===== config.mk =====
export PLATFORM = sky130hd
export DESIGN_NAME = ecc_line_top
export DESIGN_NICKNAME = d
export VERILOG_FILES = /design/src/hdl/ecc_pkg.sv /design/src/hdl/ecc_59_cal.sv /design/src/hdl/ecc_line_merge.sv /design/src/hdl/ecc_line_store.sv /design/src/hdl/ecc_line_top.sv
export SDC_FILE = /design/constraint.sdc
export NUM_CORES = 2
export LEC_CHECK = 0
export ABC_AREA = 1
export BUFFER_PORTS_ARGS = -buffer_cell sky130_fd_sc_hd__buf_2
export CAP_MARGIN = 20
export CORE_UTILIZATION = 60
export DETAILED_ROUTE_END_ITERATION = 6
export PLACE_DENSITY_LB_ADDON = 0.15
export SLEW_MARGIN = 40
export SYNTH_ARGS = -nofsm -noshare
export SYNTH_HDL_FRONTEND = slang
export SYNTH_SLANG_ARGS = --single-unit
export TNS_END_PERCENT = 1

===== constraint.sdc =====
create_clock -name clk -period 4.73 [get_ports clk]
set_input_delay 0.473 -clock clk [delete_from_list [all_inputs] [get_ports clk]]
set_output_delay 0.473 -clock clk [all_outputs]
set_load 0.01 [all_outputs]

===== src/hdl/ecc_pkg.sv =====
`default_nettype none

package ecc_pkg;

    localparam int ECC_DATA_W = 59;
    localparam int ECC_PAR_W  = 8;
    localparam int ECC_WORD_W = ECC_DATA_W + ECC_PAR_W;
    localparam int ECC_DEPTH  = 16;
    localparam int ECC_ADDR_W = 4;
    localparam int ECC_CNT_W  = 8;
    localparam int ECC_BIT_W  = $clog2(ECC_DATA_W);

    // Entry i lists the check bits that cover data bit i
    localparam logic [ECC_PAR_W-1:0] ECC_COLUMNS [ECC_DATA_W] = '{
        8'h83, 8'h85, 8'h86, 8'h07, 8'h89, 8'h8A, 8'h0B, 8'h8C, 8'h0D, 8'h0E,
        8'h8F, 8'h91, 8'h92, 8'h13, 8'h94, 8'h15, 8'h16, 8'h97, 8'h98, 8'h19,
        8'h1A, 8'h9B, 8'h1C, 8'h9D, 8'h9E, 8'h1F, 8'hA1, 8'hA2, 8'h23, 8'hA4,
        8'h25, 8'h26, 8'hA7, 8'hA8, 8'h29, 8'h2A, 8'hAB, 8'h2C, 8'hAD, 8'hAE,
        8'h2F, 8'hB0, 8'h31, 8'h32, 8'hB3, 8'h34, 8'hB5, 8'hB6, 8'h37, 8'h38,
        8'hB9, 8'hBA, 8'h3B, 8'hBC, 8'h3D, 8'h3E, 8'hBF, 8'hC1, 8'hC2
    };

    typedef struct packed {
        logic [ECC_PAR_W-1:0]  parity;
        logic [ECC_DATA_W-1:0] data;
    } ecc_lane_word_t;

    // Raw view is for bit-position fault injection
    typedef union packed {
        logic [ECC_WORD_W-1:0] raw;
        ecc_lane_word_t        word;
    } ecc_lane_u;

    function automatic logic [ECC_PAR_W-1:0] ecc_parity(input logic [ECC_DATA_W-1:0] data);
        logic [ECC_PAR_W-1:0] par;
        par = '0;
        for (int i = 0; i < ECC_DATA_W; i++) begin
            if (data[i]) begin
                par = par ^ ECC_COLUMNS[i];
            end
        end
        return par;
    endfunction

endpackage

`default_nettype wire


===== src/hdl/ecc_59_cal.sv =====
`timescale 1ns/1ns
`default_nettype none

module ecc_59_cal
    import ecc_pkg::*;
(
    input  wire  [ECC_DATA_W-1:0] data_in,
    input  wire  [ECC_PAR_W-1:0]  parity_in,
    input  wire                   bypass,
    output logic [ECC_DATA_W-1:0] data_out,
    output logic [ECC_DATA_W-1:0] mask,
    output logic                  sbit_err,
    output logic                  dbit_err
);

    logic [ECC_PAR_W-1:0]  syndrome;
    logic [ECC_DATA_W-1:0] match;
    logic                  data_hit;
    logic                  check_hit;
    logic                  nonzero;

    assign syndrome = parity_in ^ ecc_parity(data_in);

    // Columns are all distinct, so at most one match
    always_comb begin
        for (int i = 0; i < ECC_DATA_W; i++) begin
            match[i] = (syndrome == ECC_COLUMNS[i]);
        end
    end

    assign nonzero  = |syndrome;
    assign data_hit = |match;

    // One syndrome bit set means the flipped bit was a check bit
    assign check_hit = nonzero && ((syndrome & (syndrome - 1'b1)) == '0);

    assign mask     = bypass ? '0 : match;
    assign data_out = data_in ^ mask;

    assign sbit_err = !bypass && (data_hit || check_hit);
    assign dbit_err = !bypass && nonzero && !data_hit && !check_hit;

endmodule

`default_nettype wire


===== src/hdl/ecc_line_merge.sv =====
`timescale 1ns/1ns
`default_nettype none

module ecc_line_merge
    import ecc_pkg::*;
(
    input  wire                      clk,
    input  wire                      arst_n,
    input  wire                      rd_valid,
    input  wire  [ECC_ADDR_W-1:0]    rd_addr_q,
    input  wire  [ECC_DATA_W-1:0]    data0,
    input  wire  [ECC_DATA_W-1:0]    data1,
    input  wire  [ECC_DATA_W-1:0]    mask0,
    input  wire  [ECC_DATA_W-1:0]    mask1,
    input  wire                      sbe0,
    input  wire                      dbe0,
    input  wire                      sbe1,
    input  wire                      dbe1,
    output logic                     rsp_valid,
    output logic [2*ECC_DATA_W-1:0]  rsp_data,
    output logic                     rsp_sbe,
    output logic                     rsp_dbe,
    output logic [ECC_CNT_W-1:0]     sbe_count,
    output logic [ECC_CNT_W-1:0]     dbe_count,
    output logic                     last_err_lane,
    output logic [ECC_BIT_W-1:0]     last_err_bit,
    output logic [ECC_ADDR_W-1:0]    last_err_addr
);

    logic                  line_sbe;
    logic                  line_dbe;
    logic                  err_seen;
    logic                  err_lane;
    logic [ECC_DATA_W-1:0] err_mask;
    logic [ECC_BIT_W-1:0]  err_bit;

    // A double error anywhere hides single errors on the line
    assign line_dbe = dbe0 | dbe1;
    assign line_sbe = (sbe0 | sbe1) & ~line_dbe;

    assign err_seen = (|mask0) | (|mask1);
    assign err_lane = ~(|mask0);
    assign err_mask = err_lane ? mask1 : mask0;

    always_comb begin
        err_bit = '0;
        for (int i = 0; i < ECC_DATA_W; i++) begin
            if (err_mask[i]) begin
                err_bit = i[ECC_BIT_W-1:0];
            end
        end
    end

    always_ff @(posedge clk) begin
        if (rd_valid) begin
            rsp_data <= {data1, data0};
        end
    end

    always_ff @(posedge clk or negedge arst_n) begin
        if (!arst_n) begin
            rsp_valid     <= 1'b0;
            rsp_sbe       <= 1'b0;
            rsp_dbe       <= 1'b0;
            sbe_count     <= '0;
            dbe_count     <= '0;
            last_err_lane <= 1'b0;
            last_err_bit  <= '0;
            last_err_addr <= '0;
        end else begin
            rsp_valid <= rd_valid;
            rsp_sbe   <= rd_valid & line_sbe;
            rsp_dbe   <= rd_valid & line_dbe;
            // Counters stick at all ones
            if (rd_valid && line_sbe && sbe_count != '1) begin
                sbe_count <= sbe_count + 1'b1;
            end
            if (rd_valid && line_dbe && dbe_count != '1) begin
                dbe_count <= dbe_count + 1'b1;
            end
            if (rd_valid && err_seen) begin
                last_err_lane <= err_lane;
                last_err_bit  <= err_bit;
                last_err_addr <= rd_addr_q;
            end
        end
    end

    a_mask_onehot: assert property (@(posedge clk) disable iff (!arst_n)
        rd_valid |-> ($onehot0(mask0) && $onehot0(mask1)));

    a_flags_excl: assert property (@(posedge clk) disable iff (!arst_n)
        rd_valid |-> (!(sbe0 && dbe0) && !(sbe1 && dbe1)));

endmodule

`default_nettype wire


===== src/hdl/ecc_line_store.sv =====
`timescale 1ns/1ns
`default_nettype none

module ecc_line_store
    import ecc_pkg::*;
(
    input  wire                      clk,
    input  wire                      arst_n,
    input  wire                      wr_en,
    input  wire  [ECC_ADDR_W-1:0]    wr_addr,
    input  wire  [2*ECC_DATA_W-1:0]  wr_data,
    input  wire  [ECC_WORD_W-1:0]    wr_flip0,
    input  wire  [ECC_WORD_W-1:0]    wr_flip1,
    input  wire                      rd_en,
    input  wire  [ECC_ADDR_W-1:0]    rd_addr,
    output ecc_lane_u                rd_word0,
    output ecc_lane_u                rd_word1,
    output logic                     rd_valid,
    output logic [ECC_ADDR_W-1:0]    rd_addr_q
);

    ecc_lane_u              mem [ECC_DEPTH][2];
    ecc_lane_u              clean [2];
    ecc_lane_u              faulted [2];
    logic [ECC_WORD_W-1:0]  flip [2];

    assign flip[0] = wr_flip0;
    assign flip[1] = wr_flip1;

    // Lane 0 sits in the low half of the line
    always_comb begin
        for (int l = 0; l < 2; l++) begin
            clean[l].word.data   = wr_data[l*ECC_DATA_W +: ECC_DATA_W];
            clean[l].word.parity = ecc_parity(wr_data[l*ECC_DATA_W +: ECC_DATA_W]);
            faulted[l].raw       = clean[l].raw ^ flip[l];
        end
    end

    always_ff @(posedge clk) begin
        if (wr_en) begin
            mem[wr_addr][0] <= faulted[0];
            mem[wr_addr][1] <= faulted[1];
        end
    end

    always_ff @(posedge clk) begin
        if (rd_en) begin
            rd_word0  <= mem[rd_addr][0];
            rd_word1  <= mem[rd_addr][1];
            rd_addr_q <= rd_addr;
        end
    end

    always_ff @(posedge clk or negedge arst_n) begin
        if (!arst_n) begin
            rd_valid <= 1'b0;
        end else begin
            rd_valid <= rd_en;
        end
    end

    a_wr_addr_known: assert property (@(posedge clk) disable iff (!arst_n)
        wr_en |-> !$isunknown(wr_addr));

    a_rd_addr_known: assert property (@(posedge clk) disable iff (!arst_n)
        rd_en |-> !$isunknown(rd_addr));

endmodule

`default_nettype wire


===== src/hdl/ecc_line_top.sv =====
`timescale 1ns/1ns
`default_nettype none

module ecc_line_top
    import ecc_pkg::*;
(
    input  wire                      clk,
    input  wire                      arst_n,
    input  wire                      wr_en,
    input  wire  [ECC_ADDR_W-1:0]    wr_addr,
    input  wire  [2*ECC_DATA_W-1:0]  wr_data,
    input  wire  [ECC_WORD_W-1:0]    wr_flip0,
    input  wire  [ECC_WORD_W-1:0]    wr_flip1,
    input  wire                      rd_en,
    input  wire  [ECC_ADDR_W-1:0]    rd_addr,
    input  wire                      bypass,
    output logic                     rsp_valid,
    output logic [2*ECC_DATA_W-1:0]  rsp_data,
    output logic                     rsp_sbe,
    output logic                     rsp_dbe,
    output logic [ECC_CNT_W-1:0]     sbe_count,
    output logic [ECC_CNT_W-1:0]     dbe_count,
    output logic                     last_err_lane,
    output logic [ECC_BIT_W-1:0]     last_err_bit,
    output logic [ECC_ADDR_W-1:0]    last_err_addr
);

    ecc_lane_u              rd_word0;
    ecc_lane_u              rd_word1;
    logic                   rd_valid;
    logic [ECC_ADDR_W-1:0]  rd_addr_q;
    logic [ECC_DATA_W-1:0]  data0;
    logic [ECC_DATA_W-1:0]  data1;
    logic [ECC_DATA_W-1:0]  mask0;
    logic [ECC_DATA_W-1:0]  mask1;
    logic                   sbe0;
    logic                   dbe0;
    logic                   sbe1;
    logic                   dbe1;

    ecc_line_store line_store (
        .clk       (clk),
        .arst_n    (arst_n),
        .wr_en     (wr_en),
        .wr_addr   (wr_addr),
        .wr_data   (wr_data),
        .wr_flip0  (wr_flip0),
        .wr_flip1  (wr_flip1),
        .rd_en     (rd_en),
        .rd_addr   (rd_addr),
        .rd_word0  (rd_word0),
        .rd_word1  (rd_word1),
        .rd_valid  (rd_valid),
        .rd_addr_q (rd_addr_q)
    );

    ecc_59_cal lane0_chk (
        .data_in   (rd_word0.word.data),
        .parity_in (rd_word0.word.parity),
        .bypass    (bypass),
        .data_out  (data0),
        .mask      (mask0),
        .sbit_err  (sbe0),
        .dbit_err  (dbe0)
    );

    ecc_59_cal lane1_chk (
        .data_in   (rd_word1.word.data),
        .parity_in (rd_word1.word.parity),
        .bypass    (bypass),
        .data_out  (data1),
        .mask      (mask1),
        .sbit_err  (sbe1),
        .dbit_err  (dbe1)
    );

    ecc_line_merge line_merge (
        .clk           (clk),
        .arst_n        (arst_n),
        .rd_valid      (rd_valid),
        .rd_addr_q     (rd_addr_q),
        .data0         (data0),
        .data1         (data1),
        .mask0         (mask0),
        .mask1         (mask1),
        .sbe0          (sbe0),
        .dbe0          (dbe0),
        .sbe1          (sbe1),
        .dbe1          (dbe1),
        .rsp_valid     (rsp_valid),
        .rsp_data      (rsp_data),
        .rsp_sbe       (rsp_sbe),
        .rsp_dbe       (rsp_dbe),
        .sbe_count     (sbe_count),
        .dbe_count     (dbe_count),
        .last_err_lane (last_err_lane),
        .last_err_bit  (last_err_bit),
        .last_err_addr (last_err_addr)
    );

endmodule

`default_nettype wire


### After elaboration in Yosys (flattened, before gate mapping)

Memory sizes are Yosys's and may differ from the RTL's. A register that Yosys moved wholly into a read port is not among the register bits.
Cells that the tools add are included.

| storage, ports and cells | value |
|---|---|
| register bits | 153 |
| memory bits (writable) | 2,144 |
| bits of input ports | 265 |
| output and inout bits | 148 |
| word-level logic and storage cells | 713 |
| memories kept | 1 |

| cells by class | value |
|---|---|
| $add $sub $neg | 4 |
| eq/ne operators | 120 |
| multiplexer cells | 299 |
| bitwise gates (word level) | 248 |
| reductions and logical operators | 30 |

Memory list:

| memory | depth | width | rd ports | clocked after Yosys merged registers in | wr ports | line | text |
|---|---|---|---|---|---|---|---|
| line_store.mem | 16 | 134 | 1 | 1 | 1 | ecc_line_store.sv:22 | `ecc_lane_u mem [ECC_DEPTH][2];` |

Operators with widths:

| kind | number |
|---|---|
| $mux W8 | 132 |
| $mux W6 | 117 |
| $eq A8 B8 Y1 const B | 66 |
| $not A3 Y3 | 144 |
| $not A5 Y5 | 84 |
| $eq A8 B6 Y1 const B | 30 |
| $reduce_or A59 Y1 | 4 |
| $mux W59 | 3 |
| $mux W5 | 28 |
| $xor A67 B67 Y67 | 2 |
| $xor A59 B59 Y59 | 2 |
| $eq A8 B5 Y1 const B | 14 |
| $eq A8 B4 Y1 const B | 6 |
| $mux W4 | 12 |
| $not A7 Y7 | 4 |
| $add A8 B1 Y8 const B | 2 |
| $and A8 B8 Y8 | 2 |
| $eq A8 B3 Y1 const B | 2 |
| $logic_not A8 Y1 | 2 |
| $ne A8 B8 Y1 const B | 2 |
| $reduce_or A8 Y1 | 2 |
| $sub A8 B1 Y8 const B | 2 |
| $xor A8 B8 Y8 | 2 |
| $logic_and A1 B1 Y1 | 15 |
| 7 further kinds | 22 |

### Longest topological paths before layout

| logic depth | value |
|---|---|
| word-level depth | 180 |
| mapped depth | 46 |
| mapped depth without buffers | 45 |

### Cells and area by module

From an unflattened synthesis, not the netlist that was laid out.

| unflattened totals | value |
|---|---|
| cell total of the unflattened synthesis | 9,958 |
| area, all modules | 110,124.4 µm² |

Modules (own cells, without submodules):

| module | times used | cells an instance | area each (µm²) | seq. area each (µm²) |
|---|---|---|---|---|
| ecc_line_store | 1 | 7,239 | 93,599.8 | 68,550.7 |
| ecc_line_merge | 1 | 535 | 6,138.4 | 4,294.1 |
| ecc_59_cal at lane0_chk | 1 | 1,124 | 5,228.8 | 0.0 |
| ecc_59_cal at lane1_chk | 1 | 1,060 | 5,157.4 | 0.0 |

### Worst setup path before layout

OpenSTA, ideal clock, no wires.

| path | value |
|---|---|
| kind | input -> register |
| start point | input wr_en |
| end point | memory line_store.mem[10][0] (netlist bit) (enable) |
| library setup time | 0.792 ns |
| data arrival time | 9.739 ns |
| required time | 3.938 ns |
| slack | -5.801 ns |
| stages on the path | 2 |
| buffers on the path | 0 |
| cells stage by stage | clkinv_1 nor3_1 |

| between the ends | value |
|---|---|
| longest elaborated chain between the ends | 2 |

Ends and longest elaborated chain:

| what | line | text |
|---|---|---|
| start: declaration | ecc_line_top.sv:9 | `input wire wr_en,` |
| $mux W1 | ecc_line_store.sv:40 | `if (wr_en) begin` |
| $mux W1 (implied by the code) | ecc_line_store.sv:42 | `mem[wr_addr][1] <= faulted[1];` |
| end: declaration | ecc_line_store.sv:22 |  |

Every way passes these cells.

### Final worst setup path

| path | value |
|---|---|
| start point | register line_store.rd_word0[25] (netlist bit), read port of line_store.mem |
| end point | register line_merge.last_err_bit[0] |

| between the ends | value |
|---|---|
| longest elaborated chain between the ends | 114 |
| elaborated cells on any way between the ends | 190 |
| those cells by class | eq/ne (59); mux (94); bitwise (35); reduce/logical (2) |

Ends and longest elaborated chain:

| what | line | text |
|---|---|---|
| start: declaration | ecc_line_store.sv:16 | `output ecc_lane_u rd_word0,` |
| $mux W5 * | ecc_pkg.sv:38 | `if (data[i]) begin` |
| $not A3 Y3 (no source line) / $mux W8 (equally long branches) | - |  |
| $mux W8 * (2 in series) | ecc_pkg.sv:38 |  |
| $not A3 Y3 (no source line) | - |  |
| $mux W6 * | ecc_pkg.sv:38 |  |
| $mux W8 * | ecc_pkg.sv:38 |  |
| $not A3 Y3 (no source line) / $mux W6 (equally long branches) | - |  |
| $mux W6 * (2 in series) | ecc_pkg.sv:38 |  |
| [39 not listed] | - |  |
| $mux W8 * (2 in series) | ecc_pkg.sv:38 |  |
| $xor A8 B8 Y8 * | ecc_59_cal.sv:22 | `assign syndrome = parity_in ^ ecc_parity(data_in);` |
| $eq A8 B8 Y1 (tied with other cells) | ecc_59_cal.sv:27 | `match[i] = (syndrome == ECC_COLUMNS[i]);` |
| $mux W59 * | ecc_59_cal.sv:37 | `assign mask = bypass ? '0 : match;` |
| $reduce_or A59 Y1 | ecc_line_merge.sv:41, ecc_line_merge.sv:42 |  |
| $mux W59 | ecc_line_merge.sv:43 | `assign err_mask = err_lane ? mask1 : mask0;` |
| $mux W1 | ecc_line_merge.sv:48 | `if (err_mask[i]) begin` |
| $mux W6 (57 in series) | ecc_line_merge.sv:48 |  |
| end signal: assignment | ecc_line_merge.sv:83 | `last_err_bit <= err_bit;` |
| end: declaration | ecc_line_merge.sv:26 | `output logic [ECC_BIT_W-1:0] last_err_bit,` |

Every way passes the cells marked *; elsewhere a longest branch is shown, timed or not.
A chain may end at the register's enable or synchronous reset.

==> results.cfg <==
[power]
power_switching_mw = 16.9
power_frac_comb_pct = 22.5
p_per_area_nw_per_um2 = 466
internal-power_mw = 39.9
power_frac_clock_pct = 31.2
switching_share_pct = 29.8
p_leak_nw = 42.7
vdd.ir_drop.worst_uv = 431
power_frac_seq_pct = 46.2

[worst_setup_path]
start_kind = register
max_stage_delay_ns = 0.50
path_max_fanout = 7
cp_top_family = simple AND/OR/NAND/NOR gates
crit_path_frequent_cell = nand2_1
required_ns = 5.47
cp.arrival_ns = 5.59
path_class = reg2reg
slowest_stage = edfxtp_1
worst-path-buf-inv = 5
crit_path_end_kind = register

[finish]
fill_cells = 11900
final_area_um2 = 122000
final_util_pct = 70.3
drive_above_1_share_pct = 18.0
fin_nets = 9364
areaGrowthSynthToFinish_pct = 16.3

[routing]
wl_met1_um = 126000
wire_per_inst_um = 28.5
vias = 73200
drc_errors = 1
dr_wl_met2_um = 149000
dr.pass1.iters = 7
routed_wl_um = 331000
drt-initial-drc-count = 9889
top_layer = met5
ant_nets = 0
route.met3.wl_um = 36100
vias_per_cell = 6.30

[floorplanning]
io_pins = 413
die_x_um = 420
die_height_um = 420
fp.coreArea_um2 = 174000
initial_utilization_pct = 60.4
die-area_um2 = 177000
rows = 153

[worst_hold_path]
hp-class = in2reg

[synth]
synth_edf_count = 2400
yosys-top-cells-area = edfxtp_1 69%, o21ai_0 5.8%, nor2_1 4.8%
seq_area_frac_synth_pct = 69.4
yosys.area.top_type = edfxtp_1
synth_top_area_share_pct = 68.6
synth_area_um2 = 105000
synthesis.nets = 8675
avgSynthCellArea_um2 = 12.5
synth-async-reset-ratio_pct = 1.28
ys_ff_latch = 2431
ys_types = 62
yosysWarnings = 0
synthCells = 8408
synth_ff_type = edfxtp_1

[global_route]
grt_overflow = 0
grt_usage_pct = 37.2
grt_pass1_wl_um = 469000
antenna_found_initial = 33
grt_max_degree = 136
grt_pass1_vias = 68300

[timing]
worst_slew_pin_slew_ns = 0.942
final_hold_viol_count = 0
holdWs_ns = 0.0566
final_max_slew_viol_count = 0
rsz0062_at_grt = true
skew_ns = 0.0452
fin_crit_sh_pct = 102
setup_violations = 1
min_period_ns = 4.85
max_slew_margin_pct = 36.5
fin_ws_ns = -0.117
fmax_mhz = 206

[run_status]
status = finished with violations
violations = design-rule violations, negative setup slack

[clock_tree]
cts_tree = yes
cts_sinks = 2431
cts_root_buf = clkbuf_16
clockBufferDepth = 3
h-tree-depth = 4
cts-buffers-inserted = 229
clk_pin_slew_ns = 0.06
clk_latency_ns = 0.89

[place]
place.gp.congestion = 0.989
placed_area_um2 = 114000
io_buffer_count = 412
hpwl_um = 209000

[flow_run]
cap_violations = 0
==> worst reg2reg max path: cells and delay by family (launching register included) <==
kind	cells	cell delay, ns
flip-flops	1	0.50
buffers and inverters	5	0.51
XOR/XNOR	1	0.16
AND/OR/NAND/NOR	36	3.57
==> synthesized netlist by cell type (13+ instances only) <==
cell type  number
nand2_2        15
nor4_1         15
dfrtp_1        31
xnor2_1       422
inv_2          46
o21ai_0      1220
o211ai_1       78
buf_4          13
inv_1         131
mux2i_1        14
nor3_1         15
xor2_1        500
o221ai_1      234
nor2_1       1338
o22ai_1       349
edfxtp_1     2400
clkbuf_1      468
nor2_2         20
buf_1          22
nand2_1       687
nand3_1       196
nand4_1        37
buf_2          40
==> cell families (layout without fill, tap and decap cells) <==
kind of cell,after synthesis,after routing,synth area share (%)
compound gates,1929,1929,10.7
xor+xnor,929,929,7.80
fa+ha+maj,2,2,0.0238
buf+inv,726,1609,2.70
flops,2431,2431,69.4
mux,15,15,0.144
other cells,0,7,0
simple gates,2376,2376,9.23
==> through the flow <==
| stage | total power, mW | setup slack, ns | TNS [ns] | std cells |
|---|---|---|---|---|
| detailed placement | 38.9 | -0.160 | -0.309 | 11200 |
| global placement | 38.6 | -0.0870 | -0.0870 | 11100 |
| CTS | 56.4 | -0.0112 | -0.0112 | 11600 |
| finish | 56.9 | -0.117 | -0.117 | 11600 |
| floorplan | 33.9 | -2.14 | -4192.39 | 8408 |
| global route | 58.7 | -0.562 | -1.91 | 11600 |
==> area by class of cell <==
type	count	area [um2]	area share (%)
Antenna cell	7	17.5	0.0143
Multi-Input combinational cell	5251	30800	25.2
Tap cell	2325	2910	2.38
Inverter	181	714	0.585
Clock inverter	141	1210	0.989
Sequential cell	2431	72800	59.6
Timing Repair Buffer	1003	7610	6.23
Clock buffer	284	6000	4.91
==> power groups by stage <==
| stage | Sequential, mW | Clock [mW] | Combinational [mW] |
|---|---|---|---|
| after global placement | 26.7 | 0 | 11.9 |
| after global routing | 26.4 | 18.6 | 13.7 |
| final | 26.3 | 17.8 | 12.8 |
| after floorplan | 26.7 | 0 | 7.14 |
| after CTS | 26.3 | 17.9 | 12.2 |
| after detailed placement | 26.7 | 0 | 12.1 |
==> worst paths after layout <==
check	startpoint	endpoint	slack [ns]	depth (start not counted)
worst max-delay path	line_store.rd_word0[25]	line_merge.last_err_bit[0]	-0.12	42
worst min-delay path	wr_flip0[7]	line_store.mem[10][74]	0.06	2
worst max register to register	line_store.rd_word0[25]	line_merge.last_err_bit[0]	-0.12	42
worst min register to register	line_store.rd_addr_q[0]	line_merge.last_err_addr[0]	0.44	2
max in group asynchronous	arst_n	line_store.rd_valid	4.04	2
min in group asynchronous	arst_n	line_merge.last_err_addr[2]	0.19	2
==> routing by layer <==
| metal | up-vias | track usage [%] |
|---|---|---|
| met5 | - | 0 |
| met4 | 42 | 19.1 |
| met3 | 757 | 6.89 |
| met2 | 4559 | 56.6 |
| met1 | 36100 | 51.6 |
| li1 | 31800 | - |
==> state kept, by name, summed over array words and instances (netlist names) <==
signal                    count
line_merge.dbe_count          8
line_store.mem             2144
line_merge.rsp_sbe            1
line_store.rd_addr_q          4
line_merge.last_err_bit       6
line_store.rd_word0          67
line_store.rd_word1          67
line_merge.rsp_dbe            1
line_merge.last_err_lane      1
line_store.rd_valid           1
line_merge.sbe_count          8
line_merge.last_err_addr      4
line_merge.rsp_data         118
line_merge.rsp_valid          1
==> cell usage in the layout (no fill, tap or decap), types with 7 or more instances in the layout <==
cell type	synthesis	layout
clkinvlp_4	0	9
nand2_1	687	649
xor2_2	2	116
o221ai_1	234	234
nor2_2	20	24
nand2_2	15	46
buf_12	0	78
clkbuf_16	0	232
inv_1	131	125
clkinv_1	3	54
xor2_1	500	384
dfrtp_1	31	30
nor2_1	1338	1318
xnor2_1	422	405
o21ai_0	1220	1220
edfxtp_1	2400	2400
buf_4	13	494
o211ai_1	78	78
nor2_4	10	26
diode_2	0	7
nand3b_1	10	10
nand4_1	37	37
mux2i_1	14	14
bufinv_16	0	15
inv_6	0	8
nor4_1	15	12
o22ai_1	349	347
nand3_1	196	187
nor3_1	15	7
clkinv_2	0	48
a21oi_1	10	8
buf_6	1	15
xnor2_2	5	22
clkbuf_1	468	52
nand2_4	6	13
nor3_4	0	8
nand3_2	9	17
inv_2	46	45
buf_2	40	407
==> what timing repair did <==
item,4_1_cts,5_1_grt
cloned,0,0
resized for setup,14,97
endpoints found under the setup margin,5,22
pin swaps,4,43
setup buffers,9,27
endpoints found under the hold margin,33,0
hold buffers,3,0
Power figures use the tool's default switching activity.
